===== config.mk =====
export PLATFORM = sky130hd
export DESIGN_NAME = led_pwm
export DESIGN_NICKNAME = d
export VERILOG_FILES = /design/src/logic/led_pwm.sv
export SDC_FILE = /design/constraint.sdc
export NUM_CORES = 1
export LEC_CHECK = 0
export ABC_AREA = 1
export BUFFER_PORTS_ARGS = -buffer_cell sky130_fd_sc_hd__buf_2
export CAP_MARGIN = 20
export CORE_ASPECT_RATIO = 1.4
export CORE_UTILIZATION = 47
export CTS_CLUSTER_SIZE = 20
export DETAILED_ROUTE_END_ITERATION = 10
export MAX_ROUTING_LAYER = met4
export PLACE_DENSITY = 0.76
export SLEW_MARGIN = 20
export SYNTH_ARGS = -nofsm -noshare
export SYNTH_HDL_FRONTEND = slang
export SYNTH_SLANG_ARGS = --single-unit

===== constraint.sdc =====
create_clock -name led_clk -period 1 [get_ports led_clk]
set_input_delay 0 -clock led_clk [delete_from_list [all_inputs] [get_ports led_clk]]
set_output_delay 0 -clock led_clk [all_outputs]
set_load 0.01 [all_outputs]

===== src/logic/led_pwm.sv =====
`timescale 1ns/10ps

module led_pwm
#(
    parameter int LED_W = 12
)
(
    input  logic             led_clk,
    input  logic             adc_dpram_rst,
    input  logic             led_en,
    input  logic [LED_W-1:0] duty_red,
    input  logic [LED_W-1:0] duty_green,
    input  logic [LED_W-1:0] duty_blue,
    output logic             red_led,
    output logic             green_led,
    output logic             blue_led
);

    logic [LED_W-1:0] pwm_cnt; // Shared by all channels
    logic [LED_W-1:0] duty [3];
    logic [2:0]       led_q;

    assign duty[0] = duty_red;
    assign duty[1] = duty_green;
    assign duty[2] = duty_blue;

    assign red_led   = led_q[0];
    assign green_led = led_q[1];
    assign blue_led  = led_q[2];

    always_ff @(posedge led_clk)
    begin
        if (adc_dpram_rst || !led_en)
            pwm_cnt <= '0; // Held while disabled
        else
            pwm_cnt <= pwm_cnt + 1'b1;
    end

    // On at count zero, off at the duty match
    always_ff @(posedge led_clk)
    begin
        for (int i = 0; i < 3; i++)
        begin
            if (adc_dpram_rst || !led_en || (duty[i] == '0))
                led_q[i] <= 1'b0;
            else if (pwm_cnt == duty[i])
                led_q[i] <= 1'b0;
            else if (pwm_cnt == '0)
                led_q[i] <= 1'b1;
        end
    end

endmodule


Yosys cells after proc, flatten, opt, wreduce, memory -nomap -nowiden --
Index checks and enable logic that the tools add are counted.
Storage, ports and cells: register bits after elaboration 15, output and inout port bits 3
Cells by class: equality and inequality tests 3, reduce and logical (&&, ||, !) cells 12, $add $sub $neg 1
Operator list (number):
- zero test 12 bit | 4
- == test 12 bit | 3
- adder 12 x 1 -> 12 bit (second input constant) | 1
- OR reduction 2 bit | 3
- logical OR 1 bit | 4
- zero test 1 bit | 1

Depth between registers and ports, before layout --
word-level depth 4, mapped depth 9

Worst setup path after synthesis --
No wires, ideal clock.
kind register to register, start point register pwm_cnt[1], end point register pwm_cnt[8], library setup time 115 ps, path slack -114 ps, required time 885 ps, stages on the path, launching flop included 7, arrival time 999 ps, path through dfxtp_1 > ha_1 > nand2_2 > nor3_4 > nand4_1 > nand2_1 > nor2_1
On the way: longest elaborated chain between the ends 1
Ends and longest elaborated chain:
- start: declaration | RTL line 19 | logic [LED_W-1:0] pwm_cnt;
- start signal: assignment | RTL line 36 | pwm_cnt <= pwm_cnt + 1'b1;
- adder 12 x 1 -> 12 bit | RTL line 36
Every way passes these cells. A chain may end at the register's enable or synchronous reset.

Worst setup path after layout --
start point register pwm_cnt[1], end point register pwm_cnt[11]
Same word-level chain as after synthesis.

==> flow_summary.toml <==
[sta]
clock.fmax_mhz = 873.2
final.hold.worst_slack_ns = 0.01837
final_report_setup_violation_count = 12
max_slew.worst_pin.slew_ns = 0.2402
finalHoldViolCount = 0
rsz0062_at_grt = "true"
fin_setup_tns_ns = -1.318
worst_max_slew_margin_expressed_relative_to_the_limit_pct = 83.86
period_minus_slack_ns = 1.145
timing.final.ws_setup_ns = -0.1452
final_min_period_over_clock_period_pct = 114.5
fin_worst_skew_ns = 0.01128
slew_violations = 0

[drt]
routed_wire_length_per_instance_um = 10.86
remaining_drc_errors = 0
ant_nets = 0
dr.pass1.iters = 4
drt-vias-per-instance = 4.767
dr.first_iter.drc_count = 33
detailroute.via_count = 1640
total_length_of_routed_wires_mm = 3.737

[clock_network]
tritoncts.num_buffers = 3
worst_setup_hold_path_clk_slew_ns = 0.07
cts-root-to-sink-buffers = 2
cts_root_buffer = "sky130_fd_sc_hd__clkbuf_8"
cts_tree = "built"
cts-htree-levels = 1
tritoncts_num_sinks = 15
insertion_delay_to_the_later_sink_of_the_worst_skew_pair_ns = 0.26
hold_buffers = 0

[layout]
final_layout_size_suffix_gt1_share_pct = 39.74
fin_cells = 344
layout.cells.most_common_list = "78 x sky130_fd_sc_hd__nand2_1, 42 x sky130_fd_sc_hd__nor2_1, 41 x sky130_fd_sc_hd__buf_2, 25 x sky130_fd_sc_hd__inv_1, 20 x sky130_fd_sc_hd__buf_4"
post-route-cell-area_um2 = 2090
flow.area_growth_from_synthesis_pct = 42.98
final_common_cell = "sky130_fd_sc_hd__nand2_1"
finish.utilization_pct = 71.89
diodes = 0
final.fill_count = 235
finish.net_count = 349

[yosys]
synth_cell_types = 27
synth-seq-area-share_pct = 20.55
netlist_instances = 244
avgSynthCellArea_um2 = 5.989
synth_fp_nets = 285
synth_cell_area_um2 = 1461
synth_warnings = 0
postSynthRegisterBits = 15

[worst_setup_path]
setup.worst_path.start_class = "flop"
setup.reg_to_reg.worst_slack_ns = -0.15
endpoint = "pwm_cnt[11]"
cp-startpoint = "pwm_cnt[1]"
largest_fanout_on_the_critical_path = 4
timing.rr.start = "pwm_cnt[1]"
critical_path_class = "flop to flop"
cp.buffers_inverters = 1
critical_path_depth = 7
timing.critical_path.arrival_ns = 1.34
crit_path_required_time_ns = 1.19
worst_setup_path_end_kind = "flop"
rr_endpoint = "pwm_cnt[11]"
critical-path-top-delay-family = "simple AND/OR/NAND/NOR gates"
path_cells = "buf_4 > nand3_4 > nor3_4 > nand2_2 > nand2_1 > nand2_1 > nor2_1"
critical_path.slowest_cell = "sky130_fd_sc_hd__dfxtp_4"
worst_path_max_stage_delay_ns = 0.39
path_common_cell = "sky130_fd_sc_hd__nand2_1"
rr_worst_depth = 7

[outcome]
run_status = "finished with violations"
violations = "negative setup slack"

[place]
gpl.final_weighted_congestion = 0.8075
dpl-instance-area_um2 = 1822
hpwl_mm = 2.850
place.detailed.instances = 335
placement.io_buffers = 41
placement.setup.worst_slack_ns = -0.2303

[worst_hold_path]
worstHoldPathType = "primary input to flop"

[grt]
grt_start_max_net_pins = 11
first_global_vias = 1535
grt_use_total_pct = 26.13
grt-ovfl-total = 0
global_route_wire_length_before_repair_mm = 6.430
grt_antenna_before_repair = 0

[pwr]
report.power.total_mw = 1.472
power_leakage_nw = 1.060
peakVddDrop_mv = 0.6557
cellPowerDensity_nw_per_um2 = 704.4

[floorplanning]
core_region_area_um2 = 2907
std_cell_rows = 23
io_pins = 42
die_height_um = 67.98
design.die.area_um2 = 3340
horizontal_die_dimension_um = 49.13
initial_utilization_pct = 50.28

[flow_run]
cap_viol_max_count = 0
[how the worst min path moves through the flow]
stage / start / endpoint / slack [ns] / cells after the start
4_1_cts: adc_dpram_rst / pwm_cnt[10] / 0.03 / 4
6_report: adc_dpram_rst / pwm_cnt[3] / 0.02 / 4
3_3_place_gp: adc_dpram_rst / pwm_cnt[11] / 0.30 / 4
3_5_place_dp: adc_dpram_rst / pwm_cnt[10] / 0.31 / 4
2_1_floorplan: adc_dpram_rst / pwm_cnt[11] / 0.16 / 3
5_1_grt: adc_dpram_rst / pwm_cnt[3] / 0.05 / 4
[report_power, final]
part / leakage [nW] / internal, mW / switching (mW)
Sequential: 0.131 / 0.582 / 0.0128
Clock: 0.0217 / 0.280 / 0.244
Combinational: 0.907 / 0.176 / 0.177
[sequential cells by signal, indices dropped and copies added (netlist names)]
register	cells
led_q	3
pwm_cnt	12
[Yosys cell counts]
cell type	n	area [µm²]
sky130_fd_sc_hd__buf_2	2	10.01
sky130_fd_sc_hd__inv_4	1	6.260
sky130_fd_sc_hd__nor2_4	1	11.26
sky130_fd_sc_hd__xnor2_1	21	183.9
sky130_fd_sc_hd__and2_0	3	18.77
sky130_fd_sc_hd__dfxtp_1	15	300.3
sky130_fd_sc_hd__clkbuf_8	1	13.76
sky130_fd_sc_hd__buf_6	5	56.30
sky130_fd_sc_hd__o21ai_0	3	15.01
sky130_fd_sc_hd__nor2_1	46	172.7
sky130_fd_sc_hd__inv_2	4	15.01
sky130_fd_sc_hd__o21a_1	1	7.510
sky130_fd_sc_hd__nand3_1	2	10.01
sky130_fd_sc_hd__nand2_2	4	25.02
sky130_fd_sc_hd__nor3_1	3	15.01
sky130_fd_sc_hd__nor3_4	2	32.53
sky130_fd_sc_hd__a21oi_1	8	40.04
sky130_fd_sc_hd__nand4_1	4	25.02
sky130_fd_sc_hd__xor2_1	2	17.52
sky130_fd_sc_hd__nor2_2	1	6.260
sky130_fd_sc_hd__nor3_2	1	10.01
sky130_fd_sc_hd__nand3_4	1	17.52
sky130_fd_sc_hd__nand2_1	81	304.0
sky130_fd_sc_hd__inv_1	28	105.1
sky130_fd_sc_hd__ha_1	2	25.02
sky130_fd_sc_hd__nand2_4	1	11.26
sky130_fd_sc_hd__a31oi_1	1	6.260
[repair_timing]
action,in CTS,in global routing
buffers inserted,2,3
setup endpoints to repair,11,13
pin swaps,15,14
resized for setup,32,25
[logic make-up after synthesis]
kind of cell | after synthesis | share of synthesized area (%)
AND/OR/NAND/NOR | 150 | 45.12
buffers and inverters | 41 | 14.13
XOR/XNOR | 23 | 13.78
flip-flops | 15 | 20.55
AO/OA/AOI/OAI | 13 | 4.709
adder cells (fa/ha/maj) | 2 | 1.712
[cell type report]
cell class | count | area (µm²) | area share (%)
inverters | 33 | 138.9 | 6.647
repair buffers | 67 | 422.9 | 20.24
flip-flops and latches | 15 | 342.8 | 16.41
clock inverters | 1 | 7.507 | 0.3593
multi-input cells | 188 | 1090 | 52.16
well taps | 37 | 46.29 | 2.216
clock buffers | 3 | 41.29 | 1.976
[worst min-delay path, stage by stage]
cell                      delay, ns
sky130_fd_sc_hd__buf_2         0.10
sky130_fd_sc_hd__nor2_4        0.06
sky130_fd_sc_hd__o21ai_2       0.05
sky130_fd_sc_hd__a21oi_1       0.04
[per-layer routing]
layer	vias up	track usage, %	share of wire, %
li1	859	-	-
met1	737	27.10	41
met2	37	50.51	55
met3	7	2.222	2.6
met4	0	10.66	1.6
met5	-	-	0
No activity file was read; power rests on OpenSTA's default activity.
