**src/logic/radio_pkg.sv**
```systemverilog
package radio_pkg;

    // Bus and sample widths
    localparam int APB_DATA_W = 32;
    localparam int ADC_W      = 16;
    localparam int SAMPLE_W   = ADC_W + 1; // Overflow flag sits above the data

    // Returned by REG_ID so the host can identify the bitstream
    localparam logic [APB_DATA_W-1:0] RADIO_ID = 32'hDADC0001;

    // Register index as seen on paddr
    typedef enum logic [6:0]
    {
        REG_ID         = 7'h00,
        REG_IRQ        = 7'h02, // Masks, clear, set and state
        REG_LED_CNTRL  = 7'h10,
        REG_RED_DUTY   = 7'h11,
        REG_GREEN_DUTY = 7'h12,
        REG_BLUE_DUTY  = 7'h13,
        REG_CAP_CNTRL  = 7'h20, // Trigger, auto-increment, busy
        REG_CAP_ADDR   = 7'h21,
        REG_CAP_DATA   = 7'h22  // One wait state on read
    } reg_addr_e;

    // Capture sequencer
    typedef enum logic
    {
        CAP_IDLE  = 1'b0,
        CAP_WRITE = 1'b1
    } cap_state_e;

endpackage

```
**src/logic/radio_regs.sv**
```systemverilog
`timescale 1ns/10ps

module radio_regs
    import radio_pkg::*;
#(
    parameter int BUF_ADDR_W = 12,
    parameter int LED_W      = 12,
    parameter int IRQ_COUNT  = 8
)
(
    input  logic                  led_clk,
    input  logic                  adc_dpram_rst,
    input  logic                  psel,
    input  logic                  penable,
    input  logic                  pwrite,
    input  logic [6:0]            paddr,
    input  logic [APB_DATA_W-1:0] pwdata,
    input  logic [IRQ_COUNT-1:0]  irq_state,
    input  logic                  cap_busy,
    input  logic [BUF_ADDR_W-1:0] cap_wr_addr,
    input  logic [SAMPLE_W-1:0]   cap_rd_data,
    output logic [APB_DATA_W-1:0] prdata,
    output logic                  pready,
    output logic                  led_en,
    output logic [LED_W-1:0]      duty_red,
    output logic [LED_W-1:0]      duty_green,
    output logic [LED_W-1:0]      duty_blue,
    output logic [IRQ_COUNT-1:0]  irq_mask_smc,
    output logic [IRQ_COUNT-1:0]  irq_mask_dsp,
    output logic [IRQ_COUNT-1:0]  irq_clear,
    output logic [IRQ_COUNT-1:0]  irq_set,
    output logic                  cap_trig,
    output logic [BUF_ADDR_W-1:0] cap_rd_addr
);

    reg_addr_e reg_idx;
    logic      access;
    logic      data_rd;
    logic      rd_wait; // Buffer word is being fetched
    logic      wr_done;
    logic      rd_done;
    logic      cap_auto_inc;

    assign reg_idx = reg_addr_e'(paddr);
    assign access  = psel && penable;
    assign data_rd = access && !pwrite && (reg_idx == REG_CAP_DATA);

    // Zero wait states except the first access cycle of a buffer read
    assign pready  = access && (!data_rd || rd_wait);
    assign wr_done = pready && pwrite;
    assign rd_done = pready && !pwrite;

    always_ff @(posedge led_clk)
    begin
        if (adc_dpram_rst)
            rd_wait <= 1'b0;
        else
            rd_wait <= data_rd && !rd_wait;
    end

    always_ff @(posedge led_clk)
    begin
        if (adc_dpram_rst)
        begin
            led_en       <= 1'b0;
            duty_red     <= '0;
            duty_green   <= '0;
            duty_blue    <= '0;
            irq_mask_smc <= '0;
            irq_mask_dsp <= '0;
            irq_clear    <= '0;
            irq_set      <= '0;
            cap_trig     <= 1'b0;
            cap_auto_inc <= 1'b0;
            cap_rd_addr  <= '0;
        end
        else
        begin
            // Strobes last one cycle
            irq_clear <= '0;
            irq_set   <= '0;
            cap_trig  <= 1'b0;

            if (wr_done)
            begin
                case (reg_idx)
                    REG_IRQ:
                    begin
                        irq_mask_smc <= pwdata[IRQ_COUNT-1:0];
                        irq_mask_dsp <= pwdata[8 +: IRQ_COUNT];
                        irq_clear    <= pwdata[16 +: IRQ_COUNT];
                        irq_set      <= pwdata[24 +: IRQ_COUNT];
                    end
                    REG_LED_CNTRL:  led_en     <= pwdata[0];
                    REG_RED_DUTY:   duty_red   <= pwdata[LED_W-1:0];
                    REG_GREEN_DUTY: duty_green <= pwdata[LED_W-1:0];
                    REG_BLUE_DUTY:  duty_blue  <= pwdata[LED_W-1:0];
                    REG_CAP_CNTRL:
                    begin
                        cap_trig     <= pwdata[0];
                        cap_auto_inc <= pwdata[1];
                    end
                    REG_CAP_ADDR:   cap_rd_addr <= pwdata[BUF_ADDR_W-1:0];
                    default: ; // Read-only or unmapped
                endcase
            end

            // Step to the next buffer word once the host has taken this one
            if (rd_done && (reg_idx == REG_CAP_DATA) && cap_auto_inc)
                cap_rd_addr <= cap_rd_addr + 1'b1;
        end
    end

    always_comb
    begin
        prdata = '0;
        case (reg_idx)
            REG_ID: prdata = RADIO_ID;
            REG_IRQ:
            begin
                prdata[IRQ_COUNT-1:0]   = irq_mask_smc;
                prdata[8 +: IRQ_COUNT]  = irq_mask_dsp;
                prdata[16 +: IRQ_COUNT] = irq_state;
            end
            REG_LED_CNTRL:  prdata[0]         = led_en;
            REG_RED_DUTY:   prdata[LED_W-1:0] = duty_red;
            REG_GREEN_DUTY: prdata[LED_W-1:0] = duty_green;
            REG_BLUE_DUTY:  prdata[LED_W-1:0] = duty_blue;
            REG_CAP_CNTRL:
            begin
                prdata[1] = cap_auto_inc;
                prdata[2] = cap_busy;
            end
            REG_CAP_ADDR:
            begin
                prdata[BUF_ADDR_W-1:0]   = cap_rd_addr;
                prdata[16 +: BUF_ADDR_W] = cap_wr_addr; // Write pointer in upper half
            end
            REG_CAP_DATA: prdata[SAMPLE_W-1:0] = cap_rd_data;
            default:      prdata = '0;
        endcase
    end

endmodule

```
**config.mk**
```make
export PLATFORM = sky130hd
export DESIGN_NAME = radio_regs
export DESIGN_NICKNAME = d
export VERILOG_FILES = /design/src/logic/radio_pkg.sv /design/src/logic/radio_regs.sv
export SDC_FILE = /design/constraint.sdc
export NUM_CORES = 1
export LEC_CHECK = 0
export BUFFER_PORTS_ARGS = -buffer_cell sky130_fd_sc_hd__buf_2
export CELL_PAD_IN_SITES_DETAIL_PLACEMENT = 0
export CELL_PAD_IN_SITES_GLOBAL_PLACEMENT = 1
export CORE_UTILIZATION = 36
export CTS_BUF_LIST = sky130_fd_sc_hd__clkbuf_4
export DETAILED_ROUTE_END_ITERATION = 12
export GPL_ROUTABILITY_DRIVEN = 0
export PLACE_DENSITY_LB_ADDON = 0.1
export SYNTH_ARGS = -nofsm -noshare
export SYNTH_HDL_FRONTEND = slang
export SYNTH_SLANG_ARGS = --single-unit
```
**constraint.sdc**
```tcl
create_clock -name led_clk -period 4.2 [get_ports led_clk]
set_input_delay 0.63 -clock led_clk [delete_from_list [all_inputs] [get_ports led_clk]]
set_output_delay 0.63 -clock led_clk [all_outputs]
set_load 0.1 [all_outputs]
```
; ---- Word-level counts from Yosys, hierarchy flattened
; Cells that the tools add are included.
[word_totals]
regBits = 84
inputBits = 82
out_inout_bits = 115
elab_cells = 60
[classes]
n_addsub = 1
n_eq_ne = 8
n_mux = 11
bitwise = 3
reduce_logical = 25
[op_table]
columns = cell, count
row1 = $pmux 9 s6, 1
row2 = $mux 12, 3
row3 = $eq 7x5->1 const B, 4
row4 = $eq 7x6->1 const B, 3
row5 = $pmux 7 s3, 1
row6 = $pmux 4 s2, 2
row7 = $pmux 2 s7, 1
row8 = $reduce_and 2->1, 7
row9 = $add 12x1->12 const B, 1
row10 = $logic_and 1x1->1, 9
row11 = $pmux 1 s8, 1
row12 = $eq 7x2->1 const B, 1
row13 = $logic_not 7->1, 1
row14 = $reduce_or 3->1, 2
row15 = $mux 4, 1
row16 = $reduce_bool 2->1, 2
row17 = $logic_not 1->1, 3
row18 = $not 1->1, 3
row19 = $pmux 1 s3, 1
row20 = $logic_or 1x1->1, 1

; ---- Logic depth before layout (Yosys ltp)
[logic_depth]
depth_word = 11
depth_mapped = 7
mapped_depth_nobuf = 5

; ---- Least setup slack after synthesis
; OpenSTA, ideal clock, no wires.
[synth_timing]
path_kind = input-to-output
from = in paddr[3]
to = out prdata[10]
t_arrival_ns = 5.241
required_time_ns = 3.570
setup_slack_ns = -1.671
cell_stages = 6
n_path_buf = 2
cell_sequence = buf_2 > nor4b_1 > clkbuf_1 > a22o_1 > a22oi_1 > o311ai_0
[synth_between]
elab_chain_len = 2
elab_cells_between_ends = 7
cone_classes = eq/ne (6) / mux (1)
[synth_rtl]
columns = item, line
row1 = from (decl), radio_regs.sv:16  ; input logic [6:0] paddr,
row2 = "$eq 7x6->1, or another cell as far along", radio_regs.sv:117  ; case (reg_idx)
row3 = $pmux 9 s6 (*), radio_regs.sv:117
row4 = to (decl), radio_regs.sv:22  ; output logic [APB_DATA_W-1:0] prdata,
; Every way passes the cells marked *; elsewhere a longest branch is shown, timed or not.

; ---- Worst setup path in the final report
[layout_timing]
from = in paddr[1]
to = out prdata[23]
[layout_between]
elab_chain_len = 2
elab_cells_between_ends = 4
cone_classes = eq/ne (2) / mux (1) / reduce/logical (1)
[layout_rtl]
columns = item, line
row1 = "$eq 7x6->1, or another cell as far along", radio_regs.sv:117
row2 = $pmux 7 s3 (*), radio_regs.sv:117
; Marks and branches as above.

==> key figures <==
Timing
  • Max Slew Vio Count: 0
  • Crit share post-route: 85.8%
  • Worst Slack Setup Final: 0.596 ns
  • Hold Vio Cnt, Final: 0
  • Worst Max-Slew Pin Slew: 0.938 ns
  • Final clock skew: 0.0218 ns
  • RSZ-0062 raised after global routing: no
  • Fmax: 278 MHz
  • Slew headroom: 37.5%
  • Tmin final: 3.60 ns
  • Final Setup Violations: 0

Global routing
  • First-pass GRT wire length: 23.1 mm
  • Grt ovf: 0
  • Vias in the first global route: 4,211
  • Tot GR Track Use: 26.2%
  • Initial antenna violation count: 0
  • Pin count of the biggest net entering global routing: 40

Worst setup path
  • Worst-path fanout max: 10
  • Crit Reg-Reg Startpoint: cap_rd_addr[8]
  • Startpoint Class: input port
  • CP Capture Type: output port
  • Setup CP Type: in2out
  • WP data required: 3.57 ns
  • Setup crit start: paddr[1]
  • Worst path arrival time: 2.97 ns

Clock network
  • Resized cells post-CTS: 0
  • Num Clock Sinks: 84
  • Clock root buffer: clkbuf_4
  • Worst-Skew Late Latency: 0.45 ns
  • CTS Hold Bufs: 0
  • Maximum clock path buffer count: 2
  • Clock-pin slew on the worst setup and hold paths: 0.14 ns
  • CTS tree: done
  • # Post-CTS Setup Buffers: 0
  • TritonCTS Buffers: 9
  • H-tree levels: 3

Place
  • IO buf count: 195
  • Cell count after placement: 828
  • Hpwl dp: 11.6 mm
  • Placed inst area: 0.00531 sq mm
  • Pre-CTS WS: 0.627 ns

Pwr
  • PD cells: 269 mW/mm^2
  • Maximum vdd drop: 0.000178 V
  • Total power: 0.00147 W
  • Leak: 2.40 nW

Final layout
  • Final instance area: 0.00546 sq mm
  • Most frequent cells in the layout: buf_2 (190), nand2_1 (122), dfxtp_1 (84)
  • Number of nets in the layout: 782
  • Syn-to-layout area delta: 31.5%
  • Ratio of cells with drive above 1 in the final layout: 33.3%
  • Most common cell after layout, fill and taps aside: buf_2
  • Fillers: 1,161
  • Area occupied by multi-input gates: 0.00229 sq mm
  • Sequential cell area: 0.00168 sq mm
  • # diodes: 0
  • Finished Layout Cells: 843

Drt
  • DRC: 0
  • Vias: 4,672
  • Iter 0 DRT Violations: 321
  • Wire per inst: 18.5 um
  • WL final: 15.6 mm
  • Routed vias/inst: 5.54
  • ANT nets after route: 0
  • DR pass1 iterations: 5

Floorplanning
  • Die ar.: 0.0120 sq mm
  • # IOs: 197
  • Die H: 109 um
  • Die W: 109 um
  • Core ar.: 0.0110 sq mm
  • Initial core utilization: 37.7%
  • Number of cell rows: 38

Hold path
  • Worst hold path type: in2reg
  • Hold_sp: pwdata[17]

Logic synthesis
  • Mean Syn Cell Area: 7.91 sq um
  • Cells after synthesis: 525
  • Ys async rst share: 0%
  • Area of the mapped netlist: 0.00416 sq mm
  • Area leader, netlist: dfxtp_1
  • Post-synthesis cell type count: 55
  • EDFF count, synth: 0
  • Syn nets: 608
  • Synth warnings: 0
  • Share of the synthesized area in the top cell type: 40.5%
  • Largest cells by area after synthesis: dfxtp_1 (40%), nand2_1 (11%), a21oi_1 (7.0%)
  • Top FF cell, synth: dfxtp_1
  • Seq cells post-synth: 84
  • Post-synthesis sequential area ratio: 40.5%

Run status
  • Outcome: finished, final reports clean

Job
  • Max-Cap Viols: 0
synth_stat cells, drive strengths merged (9+ instances only):
cell type and n:
clkbuf 35, dfxtp 84, nand2 122, a21oi 58, a22o 13, and2 16
nor2b 9, nand3 26, o21ai 9, mux2i 16, a22oi 14, buf 10
nor2 15
final timing paths:
kind | to | slack (ns) | cells after the start
max reg2reg | cap_rd_addr[10] | 1.99 | 4
max | prdata[23] | 0.60 | 7
min reg2reg | irq_mask_dsp[4] | 0.48 | 2
min | irq_clear[1] | 0.37 | 2
sequential cells by signal (all words and copies together) (netlist names):
register / flops
duty_red: 12
irq_set: 8
rd_wait: 1
led_en: 1
cap_trig: 1
irq_mask_smc: 8
irq_mask_dsp: 8
cap_rd_addr: 12
duty_green: 12
duty_blue: 12
irq_clear: 8
cap_auto_inc: 1
stage by stage:
step	utilization (%)	hold WS, ns	setup TNS (ns)
5_1_grt	49.5	0.351	0
6_report	49.5	0.367	0
2_1_floorplan	-	0.502	-1.01
3_3_place_gp	48.2	0.453	0
3_5_place_dp	48.2	0.459	0
4_1_cts	49.5	0.356	0
power by group:
group	leakage (nW)	switching [W]	internal, W
Clock	0.0839	0.000284	0.000243
Sequential	0.676	0.000000484	0.000797
Combinational	1.64	0.0000995	0.0000464
per-layer routing:
metal | vias to the layer above | wire [um] | GRT usage [%]
met2 | 198 | 7740 | 45.6
met5 | - | 0 | 0
met1 | 2228 | 6550 | 33.0
met4 | 0 | 306 | 9.81
met3 | 21 | 1040 | 3.50
li1 | 2225 | - | -
critical path, cell delays in order:
cell and delay, ns:
buf_2 0.15, or4b_2 0.81, nor2_1 0.53, buf_4 0.28
nand2_1 0.06, o21ai_0 0.06, buf_2 0.44
cell families (layout without fill, tap and decap cells):
family | count (synthesis) | count (layout) | synth area share, %
and+or+nand+nor | 240 | 240 | 29.1
AOI/OAI and AO/OA | 134 | 134 | 21.1
DFF | 84 | 84 | 40.5
buffers and inverters | 49 | 227 | 5.06
muxes | 16 | 16 | 3.85
adders and majority gates | 1 | 1 | 0.301
other | 1 | 1 | 0.0902
final cells by class:
type | count | area share (%)
timing repair buffer | 208 | 21.0
sequential | 84 | 30.8
clock inverter | 5 | 1.42
multi-input combinational | 392 | 41.9
tap | 140 | 3.21
clock buffer | 10 | 1.37
inverter | 4 | 0.275
Note: power is estimated with default switching activity, not from simulation.
