--- config.mk ---
export PLATFORM = sky130hd
export DESIGN_NAME = irq_ctrl
export DESIGN_NICKNAME = d
export VERILOG_FILES = /design/src/logic/irq_ctrl.sv
export SDC_FILE = /design/constraint.sdc
export NUM_CORES = 1
export LEC_CHECK = 0
export BUFFER_PORTS_ARGS = -buffer_cell sky130_fd_sc_hd__buf_2
export CORE_ASPECT_RATIO = 1.25
export CORE_MARGIN = 1
export CORE_UTILIZATION = 33
export CTS_CLUSTER_SIZE = 16
export DETAILED_ROUTE_END_ITERATION = 10
export PLACE_DENSITY = 0.73
export SLEW_MARGIN = 40
export SYNTH_ARGS = -nofsm -noshare
export SYNTH_HDL_FRONTEND = slang
export SYNTH_SLANG_ARGS = --single-unit
--- constraint.sdc ---
create_clock -name led_clk -period 0.8 [get_ports led_clk]
set_input_delay 0.2 -clock led_clk [delete_from_list [all_inputs] [get_ports led_clk]]
set_output_delay 0.2 -clock led_clk [all_outputs]
set_load 0.005 [all_outputs]
--- src/logic/irq_ctrl.sv ---
`timescale 1ns/10ps

module irq_ctrl
#(
    parameter int IRQ_COUNT = 8
)
(
    input  logic                 led_clk,
    input  logic                 adc_dpram_rst,
    input  logic                 cap_busy,
    input  logic                 adc_of,
    input  logic [IRQ_COUNT-1:0] irq_mask_smc,
    input  logic [IRQ_COUNT-1:0] irq_mask_dsp,
    input  logic [IRQ_COUNT-1:0] irq_clear,
    input  logic [IRQ_COUNT-1:0] irq_set,
    output logic [IRQ_COUNT-1:0] irq_state,
    output logic                 irq_smc_n,
    output logic                 irq_dsp_n
);

    logic [IRQ_COUNT-1:0] irq_lines;
    logic [IRQ_COUNT-1:0] line_q;
    logic [IRQ_COUNT-1:0] line_qq;
    logic [IRQ_COUNT-1:0] line_rise;

    always_comb
    begin
        irq_lines    = '0;        // Spare lines stay inactive
        irq_lines[0] = cap_busy;  // Capture start
        irq_lines[1] = !cap_busy; // Capture done
        irq_lines[2] = adc_of;
    end

    assign line_rise = line_q & ~line_qq;

    always_ff @(posedge led_clk)
    begin
        if (adc_dpram_rst)
        begin
            // Track the lines so release does not look like an edge
            line_q    <= irq_lines;
            line_qq   <= irq_lines;
            irq_state <= '0;
        end
        else
        begin
            line_q    <= irq_lines;
            line_qq   <= line_q;
            irq_state <= (irq_state & ~irq_clear) | line_rise | irq_set; // Set wins
        end
    end

    assign irq_smc_n = !(|(irq_state & irq_mask_smc));
    assign irq_dsp_n = !(|(irq_state & irq_mask_dsp));

endmodule

# Word-level counts from Yosys, hierarchy flattened
# Cells that the tools add are included.
# W data, S select, Z words.
word_totals:
  wordCells: 17
  out_inout_bits: 10
  register_bits: 14
classes:
  bitwise_logic: 8
  n_mux: 1
  reduce_logical: 5
ops:
  columns: ["op", "n"]
  rows:
  - ["$and A8 B8 Y8", 3]
  - ["$or A8 B8 Y8", 2]
  - ["$reduce_or A8 Y1", 2]
  - ["$and A3 B8 Y8", 1]
  - ["$not A3 Y8", 1]
  - ["$not A8 Y8", 1]
  - ["$logic_not A1 Y1", 3]
  - ["$mux W3", 1]

# Depth between registers and ports, before layout
# Gate-level depths: netlist (run 1).
logic_depth:
  depth_word: 4
  mapped_depth: 2
  ltp_nobuf: 2

# Least setup slack after synthesis (run 1)
# No wires, ideal clock.
synth_path:
  path_type: "flip-flop to output port"
  startpoint: "reg irq_state[6]"
  endpoint: "out irq_dsp_n"
  n_path_buf: 0
  path_stages_with_launch: 3
  t_required_ns: 0.600
  setup_slack_ns: -0.078
  t_arrival_ns: 0.678
  cell_sequence: "dfxtp_1 a22oi_1 and4_1"
synth_via:
  elab_chain_cells: 3
synth_rtl:
  columns: ["element", "line_no", "rtl"]
  rows:
  - ["start: declaration", "16", "output logic [IRQ_COUNT-1:0] irq_state,"]
  - ["start signal: assignment", "49", "irq_state <= (irq_state & ~irq_clear) | line_rise | irq_set;"]
  - ["$and A8 B8 Y8", "54", "assign irq_dsp_n = !(|(irq_state & irq_mask_dsp));"]
  - ["$reduce_or A8 Y1", "54", null]
  - ["$logic_not A1 Y1", "54", null]
  - ["end: declaration", "18", "output logic irq_dsp_n"]
# Every way passes these cells.

# Worst setup path after layout (run 1)
layout_path:
  startpoint: "reg irq_state[2]"
  endpoint: "out irq_dsp_n"
# The elaborated chain is that of the path after synthesis.

==> out/results.tsv, run 1 <==
stage	metric	value	unit
yosys	Synth Warn #	0	
drt	Post-DRT Antenna Nets	0	
sta	# setup viols final	12	
worst_hold_path	hold crit path type	in -> reg	
die	row count	16	
run_status	violated checks	setup timing	
cells_and_area	fin util	0.6574	
yosys	syn nets	92	
placement	DP Area	872.1	sq um
sta	slew margin rel.	0.8839	
worst_setup_path	arrival time worst endpoint	1.10	ns
placement	number of I/O port buffers	45	
cells_and_area	layout net count	154	
run	Max Cap Viol	0	
clock_network	cts hold-fix bufs	0	
yosys	Post-Syn Area per Cell	9.943	sq um
worst_setup_path	kind of critical path	reg -> out	
grt	GRT overflow	0	
worst_setup_path	Critical Path Sink Type	primary output	
cells_and_area	fin area	0.001040	sq mm
grt	vias in the first global route	533	
sta	min cycle time layout	1.299	ns
cells_and_area	Antenna Cells	0	
placement	post-DP HPWL	1132	microns
sta	Final Cycle Share	1.624	
worst_setup_path	RR Startpoint	irq_state[2]$_SDFF_PP0_	
yosys	Netlist cell types	10	
drt	# DRC	0	
drt	vias per cell	4.754	
die	Die ar.	0.001857	sq mm
cells_and_area	Multi-input gate area	262.8	sq um
clock_network	CTS tree	built	
yosys	mapped cell area	556.8	sq um
clock_network	CTS clk-pin slew, worst paths	0.07	ns
clock_network	clk root buf	clkbuf_4	
sta	Final Max Slew Viols	0	
sta	RSZ-0062 raised after global routing	true	
clock_network	TritonCTS Buffers	3	
clock_network	clock sink count	14	
drt	first drt pass iteration count	3	
worst_hold_path	hold path startpoint	adc_of	
cells_and_area	Filler cells	138	
sta	setup tns final	-3.155	ns
sta	Fmax achieved	0.7698	GHz
cells_and_area	register area	295.3	sq um
drt	DR vias	637	
run_status	status	finished, violations left	
worst_setup_path	crit path max fanout	3	
grt	largest net degree at the start of global routing	8	
grt	first-pass GRT wire length	2035	microns
worst_setup_path	worst path required time	0.60	ns
cells_and_area	fraction of layout cells with a size suffix above 1	0.6724	
power	LEAKAGE	0.5327	nW
die	die height	47.93	microns
drt	Post-Route WL	1539	microns
yosys	Seq/Total Area, Yosys	0.5034	
cells_and_area	Area growth, synth to finish	86.74	%
sta	Final Worst Setup Slack	-0.4990	ns
power	power per cell area	1485	mW/mm^2
die	Initial Util	0.3521	
sta	tightest hold margin	0.04136	ns
sta	Final Hold Viols	0	
power	VDD IR max	1057	uV
grt	initial antenna violation count	0	
sta	clock skew	0.005168	ns
clock_network	H-Tree Depth	1	
sta	Slew @ Worst Pin	0.1742	ns
die	core area	0.001582	sq mm
placement	routability congestion estimate	0.5963	
clock_network	clk_lat worst skew	0.27	ns
power	Total Power	1.544	mW
worst_setup_path	startpoint types	flip-flop	
grt	GR Util All Layers	0.1628	
yosys	synthesized instance count	56	
yosys	flop and latch count out of synthesis	14	
worst_setup_path	Critical Path Source	irq_state[2]$_SDFF_PP0_	
drt	DR iter-0 viols	10	
die	io pins	46	
die	Die W	38.74	microns
drt	post-DR wirelength/cell	11.49	microns
clock_network	Clock Path Buffers	2	
[final cells by class]
class | instances | area share
Multi-Input combinational cell | 32 | 0.2527
Inverter | 9 | 0.03249
Timing Repair Buffer | 58 | 0.3875
Sequential cell | 14 | 0.2840
Tap cell | 18 | 0.02166
Clock buffer | 3 | 0.02166
[repair_timing]
item | in CTS | in global routing
cloned | 0 | 0
resized for setup | 24 | 6
setup buffers | 0 | 4
pin swaps | 3 | 4
setup endpoints to repair | 10 | 12
[registers in the layout, summed over array words and instances (netlist names)]
| name | count |
|---|---|
| irq_state | 8 |
| line_q | 3 |
| line_qq | 3 |
[routing by layer]
layer,up-vias,GRT usage,wire length (microns)
li1,316,-,-
met1,294,0.1648,568
met2,27,0.2867,865
met3,0,0.06512,106
met4,0,0.08276,0
met5,-,0,0
[layout by cell type, fill, tap and decap left out]
master	count
buf_4	5
mux2_4	2
a22oi_2	4
mux2_2	1
a21oi_2	1
nand2b_4	1
clkbuf_4	3
a21oi_1	4
buf_6	16
dfxtp_4	2
dfxtp_2	6
a31oi_1	3
buf_2	37
and4_1	2
nand2b_1	10
inv_1	9
a22oi_1	4
dfxtp_1	6
[cell families after synthesis]
logic type	count (synthesis)	synth area share
AO/OA/AOI/OAI	16	0.1865
buffers and inverters	10	0.08089
flip-flops	14	0.5034
multiplexers	3	0.07416
AND/OR/NAND/NOR	13	0.1551
[Yosys cell counts]
cell	number	share of area
a31oi_1	3	0.034
a22oi_1	8	0.11
buf_6	1	0.020
a21oi_1	5	0.045
dfxtp_1	14	0.50
nand2b_1	11	0.12
and4_1	2	0.031
mux2_4	2	0.054
mux2_2	1	0.020
inv_1	9	0.061
[worst max-delay path: stages, from the launching register on]
cell	delay [ns]
dfxtp_2	0.34
a22oi_1	0.18
and4_1	0.20
buf_2	0.11
[metrics by stage]
| stage | cells | setup WS (ns) |
|---|---|---|
| 2_1_floorplan | 56 | -0.06926 |
| 3_5_place_dp | 128 | -0.2076 |
| 6_report | 134 | -0.4990 |
| 4_1_cts | 131 | -0.4935 |
| 5_1_grt | 134 | -0.5765 |
| 3_3_place_gp | 128 | -0.1735 |
[power breakdown]
group | switching, mW | internal, mW | leakage (nW)
clock | 0.206 | 0.174 | 0.0138
sequential | 0.0379 | 0.749 | 0.120
combinational | 0.120 | 0.257 | 0.399
[worst paths after layout]
kind | to | slack (ns) | depth (start not counted)
max | irq_dsp_n | -0.50 | 3
max reg2reg | irq_state[2]$_SDFF_PP0_ | -0.02 | 4
min | line_q[2]$_DFF_P_ | 0.04 | 1
min reg2reg | irq_state[1]$_SDFF_PP0_ | 0.48 | 2
No activity file was read; power rests on OpenSTA's default activity.
==> inputs of run 2 (changes only) <==
--- a/config.mk
+++ b/config.mk
@@ -12,6 +12,7 @@
 export CTS_CLUSTER_SIZE = 16
 export DETAILED_ROUTE_END_ITERATION = 10
 export PLACE_DENSITY = 0.73
+export SETUP_SLACK_MARGIN = 0.02
 export SLEW_MARGIN = 40
 export SYNTH_ARGS = -nofsm -noshare
 export SYNTH_HDL_FRONTEND = slang
==> run 2 against run 1 <==
Against the previous run:
- the run still ends with setup timing left
- non-clock buffer count stayed put
- global-route usage stayed put
- clock-buffer cell count stayed put
- combinational power is 2% higher
- worst setup slack hardly changed
- routed wire length is 3.7% higher
- largest cell class unchanged
==> out/results.tsv, run 2 (synthesis gave the netlist of run 1 again) <==
stage	metric	value	unit	change
sta	clock skew	0.003409	ns	-0.001759 ns
placement	routability congestion estimate	0.5963		unchanged
clock_network	TritonCTS Buffers	3		unchanged
sta	min cycle time layout	1.299	ns	-0.0002380 ns
die	io pins	46		unchanged
power	Sw Share	0.2352		-0.0004520
drt	DR vias	644		+1.1%
worst_setup_path	Critical Path Source	irq_state[2]$_SDFF_PP0_		
drt	vias per cell	4.806		+1.1%
clock_network	cts hold-fix bufs	0		unchanged
drt	first drt pass iteration count	4		+1
worst_hold_path	hold path startpoint	adc_of		
cells_and_area	Biggest register	irq_state		
power	Internal	1.184	mW	+0.27%
drt	post-DR wirelength/cell	11.91	microns	+3.7%
drt	# DRC	0		unchanged
cells_and_area	most common cell after layout, fill and taps aside	buf_2		
sta	Fmax achieved	0.7700	GHz	about the same
die	die height	47.93	microns	unchanged
die	core area	0.001582	sq mm	unchanged
placement	number of I/O port buffers	45		unchanged
sta	Slew @ Worst Pin	0.1731	ns	-0.001091 ns
clock_network	clk_lat worst skew	0.27	ns	about the same
worst_setup_path	crit path max fanout	3		unchanged
clock_network	clock sink count	14		unchanged
power	VDD IR max	1039	uV	-1.7%
power	sw power	364.0	uW	about the same
cells_and_area	Filler cells	137		-0.72%
worst_setup_path	arrival time worst endpoint	1.10	ns	about the same
sta	Final Hold Viols	0		unchanged
grt	first-pass GRT wire length	2035	microns	unchanged
sta	# setup viols final	12		unchanged
sta	RSZ-0062 raised after global routing	true		
sta	tightest hold margin	0.04264	ns	+0.001279 ns
power	Clk pwr share	0.243		-0.004
power	Comb power frac	0.249		+0.005
sta	setup tns final	-3.152	ns	+0.002580 ns
placement	DP Area	872.1	sq um	unchanged
clock_network	CTS clk-pin slew, worst paths	0.07	ns	about the same
clock_network	clk root buf	clkbuf_4		
cells_and_area	Largest regs	irq_state x8, line_q x3, line_qq x3		
worst_setup_path	Critical Path Sink Type	primary output		
clock_network	CTS tree	built		
worst_setup_path	worst path required time	0.60	ns	about the same
worst_setup_path	kind of critical path	reg -> out		
die	Die W	38.74	microns	unchanged
clock_network	Clock Path Buffers	2		unchanged
power	Sequential Power Share	0.508		about the same
cells_and_area	Antenna Cells	0		unchanged
die	Die ar.	0.001857	sq mm	unchanged
cells_and_area	Area growth, synth to finish	88.09	%	
sta	Final Max Slew Viols	0		unchanged
cells_and_area	fraction of layout cells with a size suffix above 1	0.6810		+0.008621
grt	largest net degree at the start of global routing	8		unchanged
cells_and_area	fin area	0.001047	sq mm	+0.72%
run	Max Cap Viol	0		unchanged
cells_and_area	max reg flops	8		unchanged
grt	GRT overflow	0		unchanged
run_status	violated checks	setup timing		
run_status	status	finished, violations left		
worst_setup_path	startpoint types	flip-flop		
grt	GR Util All Layers	0.1628		unchanged
placement	post-DP HPWL	1132	microns	unchanged
power	power per cell area	1478	mW/mm^2	-0.50%
clock_network	H-Tree Depth	1		unchanged
drt	Post-Route WL	1596	microns	+3.7%
worst_setup_path	RR Startpoint	irq_state[2]$_SDFF_PP0_		
sta	slew margin rel.	0.8846		about the same
worst_hold_path	hold crit path type	in -> reg		
sta	Final Cycle Share	1.623		about the same
cells_and_area	most frequent cells in the layout	buf_2 (37), buf_6 (16), inv_1 (9), nand2b_1 (9)		
grt	initial antenna violation count	0		unchanged
drt	Post-DRT Antenna Nets	0		unchanged
power	LEAKAGE	0.5384	nW	+1.1%
die	row count	16		unchanged
die	Initial Util	0.3521		unchanged
power	Total Power	1.548	mW	+0.21%
cells_and_area	fin util	0.6622		+0.004747
cells_and_area	layout net count	154		unchanged
sta	Final Worst Setup Slack	-0.4988	ns	+0.0002380 ns
drt	DR iter-0 viols	7		-3
grt	vias in the first global route	533		unchanged
[run 2: metrics by stage]
step                      setup WS, ns  instances
final                          -0.4988        134
after global routing           -0.5765        134
after global placement         -0.1735        128
after CTS                      -0.4935        131
after floorplan               -0.06926         56
after detailed placement       -0.2076        128
[run 2: final timing paths]
| kind | depth (start not counted) | to | slack [ns] |
|---|---|---|---|
| worst max-delay path | 3 | irq_dsp_n | -0.50 |
| worst min register to register | 2 | irq_state[1]$_SDFF_PP0_ | 0.48 |
| worst max register to register | 4 | irq_state[2]$_SDFF_PP0_ | -0.02 |
| worst min-delay path | 1 | line_q[2]$_DFF_P_ | 0.04 |
[run 2: layout make-up]
class,count,area (sq um),area share
multi-input combinational,32,270.3,0.2581
inverter,9,33.78,0.03226
sequential,14,295.3,0.2820
clock buffer,3,22.52,0.02151
timing repair buffer,58,402.9,0.3847
tap,18,22.52,0.02151
[run 2: critical path: stages, from the launching register on]
cell	delay, ns
dfxtp_2	0.34
a22oi_1	0.18
and4_1	0.20
buf_2	0.11
[run 2: power groups by stage]
stage | sequential [mW] | clock (mW) | combinational, mW
5_1_grt | 0.792 | 0.429 | 0.419
6_report | 0.787 | 0.376 | 0.385
3_3_place_gp | 0.789 | 0 | 0.279
3_5_place_dp | 0.793 | 0 | 0.286
4_1_cts | 0.787 | 0.398 | 0.347
2_1_floorplan | 0.795 | 0 | 0.101
[run 2: layer usage]
layer,part of all wire,track usage
met2,0.56,0.2867
met1,0.36,0.1648
met4,0.012,0.08276
met3,0.066,0.06512
met5,0,0
[run 2: repair_timing]
action,CTS,global route
gates resized for setup,24,8
cloned,0,0
buffers inserted,0,5
setup endpoints to repair,11,13
pin swaps,3,5
